--- src/common/dispatch_defines.svh ---
`ifndef DISPATCH_DEFINES_SVH
`define DISPATCH_DEFINES_SVH

// instruction word and immediate width
`define WORD_W 32

// architectural register counts
`define S_REGS 32
`define M_REGS 16

// register index widths
`define S_IDX_W 5
`define M_IDX_W 4

// producer tag width and tag values
`define TAG_W 2
`define TAG_READY 2'd0
`define TAG_EXEC 2'd1
`define TAG_LOAD 2'd2

`endif

--- src/common/isa_pkg.sv ---
`default_nettype none

`include "dispatch_defines.svh"

package isa_pkg;

    // major opcodes, scalar side follows RV32I
    typedef enum logic [6:0] {
        OP_R_ALU  = 7'b0110011,
        OP_I_ALU  = 7'b0010011,
        OP_LOAD   = 7'b0000011,
        OP_STORE  = 7'b0100011,
        OP_BRANCH = 7'b1100011,
        OP_MLOAD  = 7'b0000111,
        OP_MSTORE = 7'b0100111,
        OP_GEMM   = 7'b1110111
    } opcode_t;

    // scalar view of the instruction word
    typedef struct packed {
        logic [6:0]          funct7;
        logic [`S_IDX_W-1:0] rs2;
        logic [`S_IDX_W-1:0] rs1;
        logic [2:0]          funct3;
        logic [`S_IDX_W-1:0] rd;
        opcode_t             opcode;
    } s_fields_t;

    // matrix view, spare bits carry the load/store offset
    typedef struct packed {
        logic [`M_IDX_W-1:0] md;
        logic [`M_IDX_W-1:0] ms1;
        logic [`M_IDX_W-1:0] ms2;
        logic [`M_IDX_W-1:0] ms3;
        logic [8:0]          spare;
        opcode_t             opcode;
    } m_fields_t;

    typedef union packed {
        s_fields_t s;
        m_fields_t m;
    } instr_u;

    typedef enum logic [3:0] {
        ALU_ADD,
        ALU_SUB,
        ALU_AND,
        ALU_OR,
        ALU_XOR,
        ALU_SLL,
        ALU_SRL,
        ALU_SRA,
        ALU_SLT,
        ALU_SLTU
    } alu_op_t;

    // encoded as funct3 so the decoder can pass it straight through
    typedef enum logic [2:0] {
        BR_EQ  = 3'b000,
        BR_NE  = 3'b001,
        BR_LT  = 3'b100,
        BR_GE  = 3'b101,
        BR_LTU = 3'b110,
        BR_GEU = 3'b111
    } branch_op_t;

    typedef enum logic [1:0] {
        MEM_NONE,
        MEM_LOAD,
        MEM_STORE
    } mem_type_t;

endpackage

`default_nettype wire

--- src/common/datapath_pkg.sv ---
`default_nettype none

`include "dispatch_defines.svh"

package datapath_pkg;

    // functional unit class
    typedef enum logic [1:0] {
        FU_T_NONE,
        FU_T_S,
        FU_T_M,
        FU_T_G
    } fu_t_e;

    typedef enum logic [1:0] {
        FU_S_NONE,
        FU_S_ALU,
        FU_S_LD_ST,
        FU_S_BRANCH
    } fu_s_e;

    typedef enum logic [1:0] {
        FU_M_NONE,
        FU_M_LD_ST,
        FU_M_GEMM
    } fu_m_e;

    typedef struct packed {
        fu_t_e                  fu_t;
        fu_s_e                  fu_s;
        fu_m_e                  fu_m;
        logic [`WORD_W-1:0]     imm;
        isa_pkg::alu_op_t       alu_op;
        isa_pkg::branch_op_t    branch_op;
        isa_pkg::mem_type_t     s_mem_type;
        isa_pkg::mem_type_t     m_mem_type;
        logic                   s_reg_write;
        logic                   m_reg_write;
        logic [`M_IDX_W-1:0]    m_rd;
    } cu_ctrl_t;

    // busy implies a nonzero tag
    typedef struct packed {
        logic              busy;
        logic [`TAG_W-1:0] tag;
    } rst_entry_t;

    typedef struct packed {
        logic s_alu;
        logic s_ldst;
        logic s_branch;
        logic m_ldst;
        logic gemm;
    } fu_busy_t;

    // writeback commits
    typedef struct packed {
        logic                s_en;
        logic [`S_IDX_W-1:0] s_idx;
        logic                m_en;
        logic [`M_IDX_W-1:0] m_idx;
    } wb_t;

    typedef struct packed {
        logic [`S_IDX_W-1:0] rd;
        logic [`S_IDX_W-1:0] rs1;
        logic [`S_IDX_W-1:0] rs2;
        logic [`WORD_W-1:0]  imm;
        logic [`TAG_W-1:0]   t1;
        logic [`TAG_W-1:0]   t2;
    } fust_s_t;

    // matrix load/store, address comes from scalar registers
    typedef struct packed {
        logic [`M_IDX_W-1:0] rd;
        logic [`S_IDX_W-1:0] rs1;
        logic [`S_IDX_W-1:0] rs2;
        logic [10:0]         imm;
        logic [`TAG_W-1:0]   t1;
        logic [`TAG_W-1:0]   t2;
    } fust_m_t;

    typedef struct packed {
        logic [`M_IDX_W-1:0] rd;
        logic [`M_IDX_W-1:0] ms1;
        logic [`M_IDX_W-1:0] ms2;
        logic [`M_IDX_W-1:0] ms3;
        logic [`TAG_W-1:0]   t1;
        logic [`TAG_W-1:0]   t2;
        logic [`TAG_W-1:0]   t3;
    } fust_g_t;

    typedef struct packed {
        logic [`WORD_W-1:0]  imm;
        isa_pkg::alu_op_t    alu_op;
        isa_pkg::branch_op_t branch_op;
        isa_pkg::mem_type_t  s_mem_type;
        isa_pkg::mem_type_t  m_mem_type;
        logic [`M_IDX_W-1:0] m_rw;
        logic                m_rw_en;
    } ex_ctrl_t;

    typedef struct packed {
        logic                s_rw_en;
        logic [`S_IDX_W-1:0] s_rw;
    } wb_ctrl_t;

    typedef struct packed {
        fu_s_e    fu_s;
        fu_m_e    fu_m;
        ex_ctrl_t ex_ctrl;
        wb_ctrl_t wb_ctrl;
    } dispatch_t;

endpackage

`default_nettype wire

--- src/dispatch/control_unit.sv ---
`default_nettype none

`include "dispatch_defines.svh"

module control_unit (
    input  wire isa_pkg::instr_u     instr,
    output datapath_pkg::cu_ctrl_t   ctrl
);

    isa_pkg::s_fields_t s;
    isa_pkg::m_fields_t m;
    logic [`WORD_W-1:0] imm_i;
    logic [`WORD_W-1:0] imm_s;
    logic [`WORD_W-1:0] imm_b;
    isa_pkg::alu_op_t   alu_dec;

    assign s = instr.s;
    assign m = instr.m;

    // immediate formats from the scalar view
    assign imm_i = {{(`WORD_W-12){s.funct7[6]}}, s.funct7, s.rs2};
    assign imm_s = {{(`WORD_W-12){s.funct7[6]}}, s.funct7, s.rd};
    assign imm_b = {{(`WORD_W-13){s.funct7[6]}}, s.funct7[6], s.rd[0],
                    s.funct7[5:0], s.rd[4:1], 1'b0};

    // funct3/funct7 to alu op, sub only exists for register form
    always_comb begin
        case (s.funct3)
            3'b000: begin
                if (s.opcode == isa_pkg::OP_R_ALU && s.funct7[5]) begin
                    alu_dec = isa_pkg::ALU_SUB;
                end else begin
                    alu_dec = isa_pkg::ALU_ADD;
                end
            end
            3'b001: alu_dec = isa_pkg::ALU_SLL;
            3'b010: alu_dec = isa_pkg::ALU_SLT;
            3'b011: alu_dec = isa_pkg::ALU_SLTU;
            3'b100: alu_dec = isa_pkg::ALU_XOR;
            3'b101: alu_dec = s.funct7[5] ? isa_pkg::ALU_SRA : isa_pkg::ALU_SRL;
            3'b110: alu_dec = isa_pkg::ALU_OR;
            default: alu_dec = isa_pkg::ALU_AND;
        endcase
    end

    always_comb begin
        ctrl = '0;
        ctrl.m_rd = m.md;
        case (s.opcode)
            isa_pkg::OP_R_ALU, isa_pkg::OP_I_ALU: begin
                ctrl.fu_t        = datapath_pkg::FU_T_S;
                ctrl.fu_s        = datapath_pkg::FU_S_ALU;
                ctrl.alu_op      = alu_dec;
                ctrl.imm         = (s.opcode == isa_pkg::OP_I_ALU) ? imm_i : '0;
                ctrl.s_reg_write = (s.rd != '0);
            end
            isa_pkg::OP_LOAD: begin
                ctrl.fu_t        = datapath_pkg::FU_T_S;
                ctrl.fu_s        = datapath_pkg::FU_S_LD_ST;
                ctrl.imm         = imm_i;
                ctrl.s_mem_type  = isa_pkg::MEM_LOAD;
                ctrl.s_reg_write = (s.rd != '0);
            end
            isa_pkg::OP_STORE: begin
                ctrl.fu_t       = datapath_pkg::FU_T_S;
                ctrl.fu_s       = datapath_pkg::FU_S_LD_ST;
                ctrl.imm        = imm_s;
                ctrl.s_mem_type = isa_pkg::MEM_STORE;
            end
            isa_pkg::OP_BRANCH: begin
                ctrl.fu_t      = datapath_pkg::FU_T_S;
                ctrl.fu_s      = datapath_pkg::FU_S_BRANCH;
                ctrl.imm       = imm_b;
                ctrl.alu_op    = isa_pkg::ALU_SUB;
                ctrl.branch_op = isa_pkg::branch_op_t'(s.funct3);
            end
            isa_pkg::OP_MLOAD, isa_pkg::OP_MSTORE: begin
                ctrl.fu_t = datapath_pkg::FU_T_M;
                ctrl.fu_m = datapath_pkg::FU_M_LD_ST;
                // offset is the zero-extended spare field
                ctrl.imm  = {{(`WORD_W-9){1'b0}}, m.spare};
                if (s.opcode == isa_pkg::OP_MLOAD) begin
                    ctrl.m_mem_type  = isa_pkg::MEM_LOAD;
                    ctrl.m_reg_write = 1'b1;
                end else begin
                    ctrl.m_mem_type = isa_pkg::MEM_STORE;
                end
            end
            isa_pkg::OP_GEMM: begin
                ctrl.fu_t        = datapath_pkg::FU_T_G;
                ctrl.fu_m        = datapath_pkg::FU_M_GEMM;
                ctrl.m_reg_write = 1'b1;
            end
            default: begin
                // unknown opcode, class none and no writes
                ctrl.m_rd = '0;
            end
        endcase
    end

endmodule

`default_nettype wire

--- src/dispatch/dispatch.sv ---
`default_nettype none

`include "dispatch_defines.svh"

module dispatch (
    input  wire logic                  CLK,
    input  wire logic                  nRST,
    input  wire isa_pkg::instr_u       instr,
    input  wire logic                  ihit,
    input  wire logic                  flush,
    input  wire logic                  freeze,
    input  wire datapath_pkg::fu_busy_t fu_busy,
    input  wire datapath_pkg::wb_t     wb,

    output datapath_pkg::dispatch_t    out,
    output logic                       stall,
    output datapath_pkg::fu_s_e        fu_s,
    output logic                       fust_s_en,
    output datapath_pkg::fust_s_t      fust_s,
    output logic                       fust_m_en,
    output datapath_pkg::fust_m_t      fust_m,
    output logic                       fust_g_en,
    output datapath_pkg::fust_g_t      fust_g
);

    datapath_pkg::cu_ctrl_t                    ctrl;
    datapath_pkg::rst_entry_t [`S_REGS-1:0]    s_status;
    datapath_pkg::rst_entry_t [`M_REGS-1:0]    m_status;
    datapath_pkg::dispatch_t                   record;
    datapath_pkg::dispatch_t                   out_next;

    logic                kill;
    logic                unit_busy;
    logic                waw;
    logic                hazard;
    logic                go;
    logic                s_set_en;
    logic                m_set_en;
    logic [`TAG_W-1:0]   s_set_tag;
    logic [`TAG_W-1:0]   m_set_tag;

    control_unit i_control_unit (
        .instr (instr),
        .ctrl  (ctrl)
    );

    reg_status_table #(
        .NREGS (`S_REGS),
        .IDX_W (`S_IDX_W)
    ) i_rst_s (
        .CLK     (CLK),
        .nRST    (nRST),
        .set_en  (s_set_en),
        .set_sel (instr.s.rd),
        .set_tag (s_set_tag),
        .clr_en  (wb.s_en),
        .clr_sel (wb.s_idx),
        .status  (s_status)
    );

    reg_status_table #(
        .NREGS (`M_REGS),
        .IDX_W (`M_IDX_W)
    ) i_rst_m (
        .CLK     (CLK),
        .nRST    (nRST),
        .set_en  (m_set_en),
        .set_sel (instr.m.md),
        .set_tag (m_set_tag),
        .clr_en  (wb.m_en),
        .clr_sel (wb.m_idx),
        .status  (m_status)
    );

    // flush only counts when fetch actually delivered something
    assign kill = flush & ihit;

    // structural hazard on the unit this instruction needs
    always_comb begin
        case (ctrl.fu_t)
            datapath_pkg::FU_T_S: begin
                case (ctrl.fu_s)
                    datapath_pkg::FU_S_ALU:    unit_busy = fu_busy.s_alu;
                    datapath_pkg::FU_S_LD_ST:  unit_busy = fu_busy.s_ldst;
                    datapath_pkg::FU_S_BRANCH: unit_busy = fu_busy.s_branch;
                    default:                   unit_busy = 1'b0;
                endcase
            end
            datapath_pkg::FU_T_M: unit_busy = fu_busy.m_ldst;
            datapath_pkg::FU_T_G: unit_busy = fu_busy.gemm;
            default:              unit_busy = 1'b0;
        endcase
    end

    // WAW against the table this instruction writes
    assign waw = (ctrl.m_reg_write & m_status[instr.m.md].busy) |
                 (ctrl.s_reg_write & s_status[instr.s.rd].busy);

    assign hazard = unit_busy | waw;
    assign stall  = hazard & ~kill;
    assign go     = (ctrl.fu_t != datapath_pkg::FU_T_NONE) & ~kill & ~freeze & ~hazard;

    // mark destinations pending, loads get their own tag
    assign s_set_en  = go & ctrl.s_reg_write;
    assign m_set_en  = go & ctrl.m_reg_write;
    assign s_set_tag = (ctrl.fu_s == datapath_pkg::FU_S_LD_ST) ? `TAG_LOAD : `TAG_EXEC;
    assign m_set_tag = (ctrl.fu_m == datapath_pkg::FU_M_LD_ST) ? `TAG_LOAD : `TAG_EXEC;

    // issue to the status tables in the same cycle
    assign fu_s      = ctrl.fu_s;
    assign fust_s_en = go & (ctrl.fu_t == datapath_pkg::FU_T_S);
    assign fust_m_en = go & (ctrl.fu_t == datapath_pkg::FU_T_M);
    assign fust_g_en = go & (ctrl.fu_t == datapath_pkg::FU_T_G);

    always_comb begin
        fust_s.rd  = instr.s.rd;
        fust_s.rs1 = instr.s.rs1;
        fust_s.rs2 = instr.s.rs2;
        fust_s.imm = ctrl.imm;
        fust_s.t1  = s_status[instr.s.rs1].tag;
        fust_s.t2  = s_status[instr.s.rs2].tag;

        // matrix load/store takes its address operands from the scalar side
        fust_m.rd  = instr.m.md;
        fust_m.rs1 = instr.s.rs1;
        fust_m.rs2 = instr.s.rs2;
        fust_m.imm = ctrl.imm[10:0];
        fust_m.t1  = s_status[instr.s.rs1].tag;
        fust_m.t2  = s_status[instr.s.rs2].tag;

        fust_g.rd  = instr.m.md;
        fust_g.ms1 = instr.m.ms1;
        fust_g.ms2 = instr.m.ms2;
        fust_g.ms3 = instr.m.ms3;
        fust_g.t1  = m_status[instr.m.ms1].tag;
        fust_g.t2  = m_status[instr.m.ms2].tag;
        fust_g.t3  = m_status[instr.m.ms3].tag;
    end

    // record handed to execute and writeback
    always_comb begin
        record.fu_s               = ctrl.fu_s;
        record.fu_m               = ctrl.fu_m;
        record.ex_ctrl.imm        = ctrl.imm;
        record.ex_ctrl.alu_op     = ctrl.alu_op;
        record.ex_ctrl.branch_op  = ctrl.branch_op;
        record.ex_ctrl.s_mem_type = ctrl.s_mem_type;
        record.ex_ctrl.m_mem_type = ctrl.m_mem_type;
        record.ex_ctrl.m_rw       = ctrl.m_rd;
        record.ex_ctrl.m_rw_en    = ctrl.m_reg_write;
        record.wb_ctrl.s_rw_en    = ctrl.s_reg_write;
        record.wb_ctrl.s_rw       = instr.s.rd;
    end

    // kill, then freeze, then bubble on hazard
    always_comb begin
        if (kill) begin
            out_next = '0;
        end else if (freeze) begin
            out_next = out;
        end else if (hazard) begin
            out_next = '0;
        end else begin
            out_next = record;
        end
    end

    always_ff @(posedge CLK or negedge nRST) begin
        if (!nRST) begin
            out <= '0;
        end else begin
            out <= out_next;
        end
    end

endmodule

`default_nettype wire

--- src/dispatch/reg_status_table.sv ---
`default_nettype none

`include "dispatch_defines.svh"

module reg_status_table #(
    parameter int NREGS = 32,
    parameter int IDX_W = 5
) (
    input  wire logic                                  CLK,
    input  wire logic                                  nRST,

    // dispatch marks a destination pending
    input  wire logic                                  set_en,
    input  wire logic [IDX_W-1:0]                      set_sel,
    input  wire logic [`TAG_W-1:0]                     set_tag,

    // writeback commit releases it
    input  wire logic                                  clr_en,
    input  wire logic [IDX_W-1:0]                      clr_sel,

    output datapath_pkg::rst_entry_t [NREGS-1:0]       status
);

    always_ff @(posedge CLK or negedge nRST) begin
        if (!nRST) begin
            status <= '0;
        end else begin
            if (clr_en) begin
                status[clr_sel].busy <= 1'b0;
                status[clr_sel].tag  <= `TAG_READY;
            end
            // later assignment so a same-cycle set beats the clear
            if (set_en) begin
                status[set_sel].busy <= 1'b1;
                status[set_sel].tag  <= set_tag;
            end
        end
    end

endmodule

`default_nettype wire

--- config.mk ---
export PLATFORM = sky130hd
export DESIGN_NAME = dispatch
export DESIGN_NICKNAME = d
export VERILOG_FILES = /design/src/common/isa_pkg.sv /design/src/common/datapath_pkg.sv /design/src/dispatch/control_unit.sv /design/src/dispatch/dispatch.sv /design/src/dispatch/reg_status_table.sv
export VERILOG_INCLUDE_DIRS = /design/src /design/src/common
export SDC_FILE = /design/constraint.sdc
export NUM_CORES = 1
export LEC_CHECK = 0
export CAP_MARGIN = 20
export CORE_ASPECT_RATIO = 0.5
export CORE_MARGIN = 3
export CORE_UTILIZATION = 40
export CTS_BUF_LIST = sky130_fd_sc_hd__clkbuf_2 sky130_fd_sc_hd__clkbuf_4 sky130_fd_sc_hd__clkbuf_8
export CTS_CLUSTER_SIZE = 30
export DETAILED_ROUTE_END_ITERATION = 10
export DONT_BUFFER_PORTS = 1
export HOLD_SLACK_MARGIN = 0.02
export SYNTH_ARGS = -nofsm -noshare
export SYNTH_HDL_FRONTEND = slang
export SYNTH_SLANG_ARGS = --single-unit
--- constraint.sdc ---
create_clock -name CLK -period 2.53 [get_ports CLK]
set_input_delay 0.1265 -clock CLK [delete_from_list [all_inputs] [get_ports CLK]]
set_output_delay 0.1265 -clock CLK [all_outputs]
set_load 0.01 [all_outputs]
==> impl_metrics.yaml, run 1 <==
timing:
  hold_slack_ns: -0.670
  worst_pin_slew_ns: 0.844
  relSlewSlack: 0.431
  fin_skew_ns: 0.0196
  fin_setup_tns_ns: -0.360
  fin_crit_sh: 1.07
  maxSlewViolCount: 0
  finalSetupViolCount: 3
  timing.fmax_mhz: 370
  finalWorstSetupSlack_ns: -0.174
  hold_viol_final: 183
  rsz0062_at_grt: "true"
  period_needed_ns: 2.70
critical_path:
  cp_max_fo: 4
  worstPathRequired_ns: 2.40
  worstPathCellList: "mux4_2, mux2i_2, nand3_1, o2111a_2, nor4b_4, buf_12, and4_4"
  worstSetupPathType: "flop to primary output"
  critPathLaunchType: "flop"
  arrival_ns: 2.58
  cp_slowest_stage_delay_ns: 0.50
  critPathLaunch: "i_rst_s.status[95]$_DFF_PN0_"
  crit_path_end_kind: "primary output"
  critPathSlowestCell: "mux4_2"
  r2r_start: "i_rst_s.status[95]$_DFF_PN0_"
  r2r_cells: 9
clocking:
  h-tree-depth: 4
  cts_tree: "done"
  clock_path_buffers: 2
  cts.sinks: 183
  clk_pin_slew_ns: 0.12
  hold_buffers: 31
  clock_latency_ns: 0.50
  cts-root-buf: "clkbuf_8"
  cts_buffers: 17
grt:
  grt_pass1_wl_um: 51600
  grt_remaining_overflow: 0
  antenna_found_initial: 0
  grt_max_degree: 184
  grt_usage: 0.222
  grt_pass1_vias: 8302
routing:
  vias_per_cell: 6.19
  wl_per_cell_um: 25.5
  dr.first_iter.drc_count: 973
  drc_errors: 0
  dr.pass1.iters: 5
  vias: 8229
  antenna_left: 0
  wl_um: 33800
floorplan:
  die_y_um: 125
  start_util: 0.418
  num_rows: 42
  core_area_mm2: 0.0272
  boundaryPins: 219
  die_w_um: 244
  dieArea_mm2: 0.0306
cells_and_area:
  n_fill_cell: 2482
  multiInputGateArea_mm2: 0.00580
  drive_gt1_frac: 0.208
  syn_to_final_growth_pct: 4.98
  n_antenna_cell: 0
  post-route-util: 0.439
  most-common-layout-cells: "186 x nand2_1, 182 x dfrtp_1, 110 x mux2i_1"
  layout_commonest_cell: "nand2_1"
  seqCellArea_mm2: 0.00458
  fin_nets: 995
  finalNonFillerCells: 1329
placement:
  io_buffers: 0
  dp_hpwl_um: 22700
  gp_congestion: 0.861
  placed_cells: 1257
yosys:
  syn_nets: 1073
  avgSynthCellArea_um2: 11.1
  synth_ff_type: "dfrtp_1"
  synth_warnings: 0
  synth_cell_types: 55
  netlist_area_mm2: 0.0114
  syn_inst: 1020
  ys_ff_latch: 183
  synth_edf_count: 0
  ys_seq_area_frac: 0.403
  async_reset_ff_frac: 1.00
power_and_ir_drop:
  max-vdd-ir-drop_uv: 342
  p_per_area_mw_per_mm2: 465
  leakage_nw: 5.44
hold_path:
  hp-class: "input pin to async pin"
status:
  violations: "negative hold slack, negative setup slack"
  outcome: "finished with violations"
run:
  drv_cap: 0
==> final timing paths <==
kind                                                end  slack [ns]
hold reg to reg             i_rst_m.status[5]$_DFF_PN0_        0.48
max in group asynchronous           out[52]$_DFFE_PN0P_        2.90
setup / recovery                              fust_g_en       -0.17
hold / removal             i_rst_s.status[36]$_DFF_PN0_       -0.67
min in group CLK                    out[33]$_DFFE_PN0P_        0.05
setup reg to reg                    out[54]$_DFFE_PN0P_        0.14
==> registers in the layout, summed over array words and instances, names as in the netlist <==
name	flops
i_rst_s.status	96
i_rst_m.status	48
out	39
==> metal layers <==
layer  part of all wire  track usage  up-vias
met5                  0            0        -
met4              0.036       0.0861        0
met3              0.089       0.0618       85
met2               0.46        0.351      429
met1               0.41        0.292     4221
li1                   -            -     3494
==> power breakdown <==
group / internal (W) / leakage (nW) / switching, W
sequential: 0.00296 / 2.55 / 0.0000323
combinational: 0.000200 / 2.69 / 0.000211
clock: 0.000921 / 0.209 / 0.00123
total: 0.00408 / 5.44 / 0.00147
==> Yosys cell counts (3+ instances only) <==
library cell / n / area share
a22o_1: 37 / 0.029
and3_1: 9 / 0.0050
nand4_1: 9 / 0.0050
inv_1: 4 / 0.0013
a21oi_1: 6 / 0.0026
a211oi_1: 3 / 0.0020
nand2_1: 186 / 0.061
buf_2: 14 / 0.0062
and4_1: 4 / 0.0031
dfrtp_1: 183 / 0.40
nor4_4: 5 / 0.0094
a32o_1: 13 / 0.011
o21ai_0: 8 / 0.0035
buf_6: 3 / 0.0030
buf_4: 104 / 0.069
nor3_2: 24 / 0.021
a21o_1: 37 / 0.024
mux4_2: 72 / 0.14
clkbuf_1: 37 / 0.012
nor3b_1: 7 / 0.0046
and3b_1: 4 / 0.0031
nor3_1: 10 / 0.0044
buf_1: 8 / 0.0026
nor2_1: 18 / 0.0059
mux2i_1: 111 / 0.098
and2_1: 11 / 0.0061
nor2b_1: 12 / 0.0066
nor4_1: 4 / 0.0022
mux2_2: 6 / 0.0059
nand2b_1: 3 / 0.0017
nand3_1: 38 / 0.017
==> area by class of cell <==
cell class	count	share of cell area
tap	374	0.0392
clock buffer	17	0.0196
timing repair buffer	69	0.0555
sequential	183	0.384
inverter	4	0.00126
multi-input combinational	667	0.486
clock inverter	15	0.0148
==> stage by stage <==
stage          cell area [um^2]  setup slack, ns  power [W]
2_1_floorplan             11400           0.0900    0.00345
3_3_place_gp              11000            0.212    0.00336
3_5_place_dp              11000            0.173    0.00337
4_1_cts                   11900           -0.210    0.00555
5_1_grt                   11900           -0.260    0.00572
6_report                  11900           -0.174    0.00554
==> worst max-delay path: cells and delay by family, from the launching register on <==
kind	cells	cell delay, ns
AOI/OAI and AO/OA	1	0.18
muxes	2	0.70
buffers and inverters	1	0.16
and+or+nand+nor	3	0.66
DFF	1	0.40
==> cells by family (layout without fill, tap and decap cells) <==
| logic type | count (synthesis) | in the layout | share of synthesized area |
|---|---|---|---|
| AOI/OAI and AO/OA | 117 | 117 | 0.0836 |
| buffers and inverters | 170 | 105 | 0.0940 |
| DFF | 183 | 183 | 0.403 |
| muxes | 191 | 191 | 0.248 |
| and+or+nand+nor | 359 | 359 | 0.171 |
==> repair_timing <==
| item | 4_1_cts | 5_1_grt |
|---|---|---|
| pin swaps | 2 | 4 |
| setup endpoints to repair | 4 | 4 |
| buffers inserted | 6 | 2 |
| gates resized for setup | 3 | 13 |
| endpoints found under the hold margin | 291 | 183 |
| gates cloned | 1 | 0 |
Power figures use the tool's default switching activity.
==> run 2, diff against run 1 <==
Settings changed: GPL_TIMING_DRIVEN set to 0, REMOVE_ABC_BUFFERS set to 1.
==> impl_metrics.yaml, run 2 (synthesis results as in run 1) <==
status:
  outcome: "finished with violations"
  violations: "negative hold slack, negative setup slack"
cells_and_area:
  n_fill_cell: 2502
  finalNonFillerCells: 1321
  most-common-layout-cells: "185 x nand2_1, 182 x dfrtp_1, 110 x mux2i_1"
  largest-register: "i_rst_s.status"
  top_regs: "i_rst_s.status: 96 flops, i_rst_m.status: 48 flops, out: 39 flops"
  post-route-util: 0.440
  fin_nets: 987
  syn_to_final_growth_pct: 5.23
  n_antenna_cell: 0
  drive_gt1_frac: 0.195
  layout_commonest_cell: "nand2_1"
  largest_reg_flops: 96
critical_path:
  critPathLaunchType: "flop"
  arrival_ns: 2.64
  cp_max_fo: 4
  worstPathRequired_ns: 2.40
  worstSetupPathType: "flop to primary output"
  crit_path_end_kind: "primary output"
clocking:
  h-tree-depth: 4
  clock_latency_ns: 0.50
  cts_tree: "done"
  clock_path_buffers: 2
  clk_pin_slew_ns: 0.10
  cts_buffers: 17
  hold_buffers: 37
  cts-root-buf: "clkbuf_8"
  cts.sinks: 183
placement:
  pre_cts_ws_ns: -0.973
  placed_cells: 1239
  dp_hpwl_um: 22100
  io_buffers: 0
  gp_congestion: 0.840
routing:
  wl_per_cell_um: 25.6
  dr.first_iter.drc_count: 900
  wl_um: 33900
  vias_per_cell: 6.28
  antenna_left: 0
  vias: 8293
  drc_errors: 0
  dr.pass1.iters: 5
timing:
  period_needed_ns: 2.76
  fin_skew_ns: 0.0160
  hold_slack_ns: -0.681
  finalWorstSetupSlack_ns: -0.234
  timing.fmax_mhz: 362
  rsz0062_at_grt: "true"
  fin_crit_sh: 1.09
  hold_viol_final: 183
  worst_pin_slew_ns: 1.14
  finalSetupViolCount: 4
  relSlewSlack: 0.234
  maxSlewViolCount: 0
grt:
  grt_usage: 0.223
  grt_max_degree: 184
  grt_pass1_vias: 8304
  antenna_found_initial: 0
  grt_remaining_overflow: 0
  grt_pass1_wl_um: 52100
floorplan:
  num_rows: 42
  boundaryPins: 219
  dieArea_mm2: 0.0306
  start_util: 0.418
  die_w_um: 244
  core_area_mm2: 0.0272
  die_y_um: 125
power_and_ir_drop:
  leakage_nw: 5.39
  max-vdd-ir-drop_uv: 339
  p_per_area_mw_per_mm2: 462
hold_path:
  hp-class: "input pin to async pin"
run:
  drv_cap: 0
## run 2: changes by cell type in the layout (fill, tap and decap cells not counted), sizes merged
cell / previous run / this run
clkinv: 1 / 5
buf: 37 / 22
inv: 15 / 11
dlygate4sd3: 31 / 37
a211oi: 4 / 5
## run 2: timing repair
item,CTS,global route
endpoints found under the setup margin,94,25
hold endpoints to repair,305,183
setup buffers,10,1
pin swaps,4,1
gates resized for setup,10,7
cloned,2,0
## run 2: where the power goes
part / leakage, nW / switching, W / internal [W]
Sequential: 2.55 / 0.0000341 / 0.00296
Combinational: 2.64 / 0.000211 / 0.000192
Clock: 0.209 / 0.00121 / 0.000919
## run 2: layout make-up
class / count / area, um^2 / share of cell area
Clock buffer: 17 / 234 / 0.0196
Clock inverter: 15 / 185 / 0.0155
Inverter: 4 / 15.0 / 0.00126
Multi-Input combinational cell: 668 / 5840 / 0.488
Sequential cell: 183 / 4580 / 0.383
Tap cell: 374 / 468 / 0.0391
Timing Repair Buffer: 60 / 642 / 0.0537
## run 2: worst max-delay path: stages (launching register included)
cell,delay [ns]
dfrtp_1,0.39
mux4_2,0.51
mux2i_2,0.20
nand3_1,0.10
o2111a_2,0.16
buf_12,0.14
nor4b_4,0.26
buf_6,0.16
and4_4,0.24
## run 2: stage by stage
stage               total power, W  TNS [ns]  instance area, um^2
global route               0.00572    -0.982                12000
floorplan                  0.00327    -97.25                10300
global placement           0.00334   -273.49                10800
CTS                        0.00555    -0.672                11900
detailed placement         0.00336    -72.12                11000
finish                     0.00552    -0.627                12000
## run 2: per-layer routing
layer,global-route usage,part of all wire,up-vias
li1,-,-,3466
met5,0,0,-
met2,0.379,0.50,370
met4,0.0833,0.032,0
met1,0.290,0.41,4379
met3,0.0366,0.060,78
## run 2: final timing paths
path	start	end	slack (ns)	depth (start not counted)
setup / recovery	i_rst_s.status[95]$_DFF_PN0_	fust_g_en	-0.23	8
hold / removal	nRST	i_rst_s.status[95]$_DFF_PN0_	-0.68	0
setup reg to reg	i_rst_s.status[95]$_DFF_PN0_	i_rst_s.status[42]$_DFF_PN0_	0.09	8
hold reg to reg	i_rst_s.status[77]$_DFF_PN0_	i_rst_s.status[77]$_DFF_PN0_	0.49	1
max in group asynchronous	nRST	out[52]$_DFFE_PN0P_	2.91	0
min in group CLK	wb[2]	i_rst_m.status[14]$_DFF_PN0_	0.05	5
==> run 3, diff against run 2 <==
Settings changed: GPL_TIMING_DRIVEN 0 to 1, PLACE_DENSITY set to 0.54.
==> impl_metrics.yaml, run 3 (synthesis results as in run 1) <==
grt:
  grt_max_degree: 184
  grt_pass1_wl_um: 52500
  grt_usage: 0.228
  grt_remaining_overflow: 0
  grt_pass1_vias: 8368
  antenna_found_initial: 1
power_and_ir_drop:
  power.internal_w: 0.00388
  power_switching_w: 0.00148
  pwr-share-seq: 0.558
  switching_share: 0.276
  clkPwrFrac: 0.365
  combPwrFrac: 0.076
  fin_total_pwr_w: 0.00535
  leakage_nw: 5.45
  p_per_area_mw_per_mm2: 446
  max-vdd-ir-drop_uv: 345
placement:
  io_buffers: 0
  gp_congestion: 0.870
  dp_hpwl_um: 23100
cells_and_area:
  n_fill_cell: 2481
  top_regs: "i_rst_s.status: 96 flops, i_rst_m.status: 48 flops, out: 39 flops"
  largest-register: "i_rst_s.status"
  most-common-layout-cells: "186 x nand2_1, 182 x dfrtp_1, 110 x mux2i_1"
  layout_commonest_cell: "nand2_1"
  syn_to_final_growth_pct: 5.63
  largest_reg_flops: 96
  drive_gt1_frac: 0.211
  fin_nets: 1004
  post-route-util: 0.442
  n_antenna_cell: 0
clocking:
  cts.sinks: 183
  clock_path_buffers: 2
  h-tree-depth: 4
  clock_latency_ns: 0.51
  clk_pin_slew_ns: 0.11
  hold_buffers: 38
  cts_tree: "done"
  cts-root-buf: "clkbuf_8"
  cts_buffers: 17
floorplan:
  die_y_um: 125
  num_rows: 42
  boundaryPins: 219
  start_util: 0.418
  die_w_um: 244
  core_area_mm2: 0.0272
  dieArea_mm2: 0.0306
timing:
  maxSlewViolCount: 0
  fin_crit_sh: 1.04
  hold_slack_ns: -0.697
  finalSetupViolCount: 3
  fin_skew_ns: 0.0166
  timing.fmax_mhz: 379
  period_needed_ns: 2.64
  relSlewSlack: 0.384
  finalWorstSetupSlack_ns: -0.108
  worst_pin_slew_ns: 0.921
  rsz0062_at_grt: "true"
  hold_viol_final: 183
critical_path:
  crit_path_end_kind: "primary output"
  arrival_ns: 2.51
  cp_max_fo: 3
  critPathLaunchType: "flop"
  worstSetupPathType: "flop to primary output"
  worstPathRequired_ns: 2.40
routing:
  wl_per_cell_um: 25.7
  wl_um: 34400
  antenna_left: 0
  vias: 8062
  drc_errors: 0
  vias_per_cell: 6.03
  dr.first_iter.drc_count: 721
  dr.pass1.iters: 5
status:
  outcome: "finished with violations"
  violations: "negative hold slack, negative setup slack"
run:
  drv_cap: 0
hold_path:
  hp-class: "input pin to async pin"
run 3: cell count changes in the layout (fill, tap and decap cells not counted), moves of 2 or more:
cell	previous run	this run
inv_8	2	4
buf_6	6	2
buf_4	10	34
bufinv_16	2	0
run 3: power by group through the flow:
| stage | Sequential, W | Clock, W | Combinational (W) |
|---|---|---|---|
| floorplan | 0.00304 | 0 | 0.000233 |
| global placement | 0.00305 | 0 | 0.000325 |
| detailed placement | 0.00305 | 0 | 0.000327 |
| CTS | 0.00299 | 0.00201 | 0.000398 |
| global route | 0.00299 | 0.00212 | 0.000433 |
| finish | 0.00299 | 0.00196 | 0.000409 |
run 3: worst paths after layout:
kind | start | end | slack, ns | depth (start not counted)
worst max-delay path | i_rst_s.status[83]$_DFF_PN0_ | fust_g_en | -0.11 | 7
worst min-delay path | nRST | i_rst_s.status[64]$_DFF_PN0_ | -0.70 | 0
worst max register to register | i_rst_s.status[83]$_DFF_PN0_ | i_rst_s.status[67]$_DFF_PN0_ | 0.07 | 9
worst min register to register | i_rst_s.status[26]$_DFF_PN0_ | i_rst_s.status[26]$_DFF_PN0_ | 0.48 | 1
max in group asynchronous | nRST | out[52]$_DFFE_PN0P_ | 2.89 | 0
min in group CLK | instr[30] | i_rst_m.status[41]$_DFF_PN0_ | 0.06 | 3
run 3: through the flow:
| stage | cell area (um^2) | setup WS [ns] | TNS [ns] | hold slack [ns] | instances |
|---|---|---|---|---|---|
| floorplan | 10300 | -1.00 | -97.25 | -0.169 | 854 |
| finish | 12000 | -0.108 | -0.222 | -0.697 | 1338 |
| global placement | 11100 | 0.142 | 0 | -0.161 | 1259 |
| CTS | 11900 | -0.167 | -0.428 | -0.742 | 1332 |
| global route | 12000 | -0.255 | -1.10 | -0.731 | 1338 |
| detailed placement | 11100 | 0.145 | 0 | -0.163 | 1259 |
run 3: worst max-delay path: stages (launching register included):
cell and delay, ns:
dfrtp_1 0.39, mux4_2 0.48, mux2i_1 0.15, nand3_1 0.09, o2111a_2 0.16, nor4b_4 0.34, buf_12 0.15, and4_4 0.24
run 3: area by class of cell:
cell class	instances	area, um^2	area share
Sequential cell	183	4580	0.382
Tap cell	374	468	0.0390
Clock buffer	17	234	0.0195
Inverter	4	15.0	0.00125
Clock inverter	15	135	0.0113
Multi-Input combinational cell	667	5830	0.486
Timing Repair Buffer	78	738	0.0615
run 3: timing repair:
item                       in CTS  in global routing
buffers inserted                3                  6
pin swaps                       3                  8
gates resized for setup         8                 15
setup endpoints to repair       4                 11
hold endpoints to repair      320                183
run 3: layer usage:
metal  part of all wire  vias up  global-route usage
li1                   -     3504                   -
met1               0.43     4180               0.292
met2               0.47      297               0.369
met3              0.066       79              0.0561
met4              0.036        2               0.104
met5            0.00038        -                   0
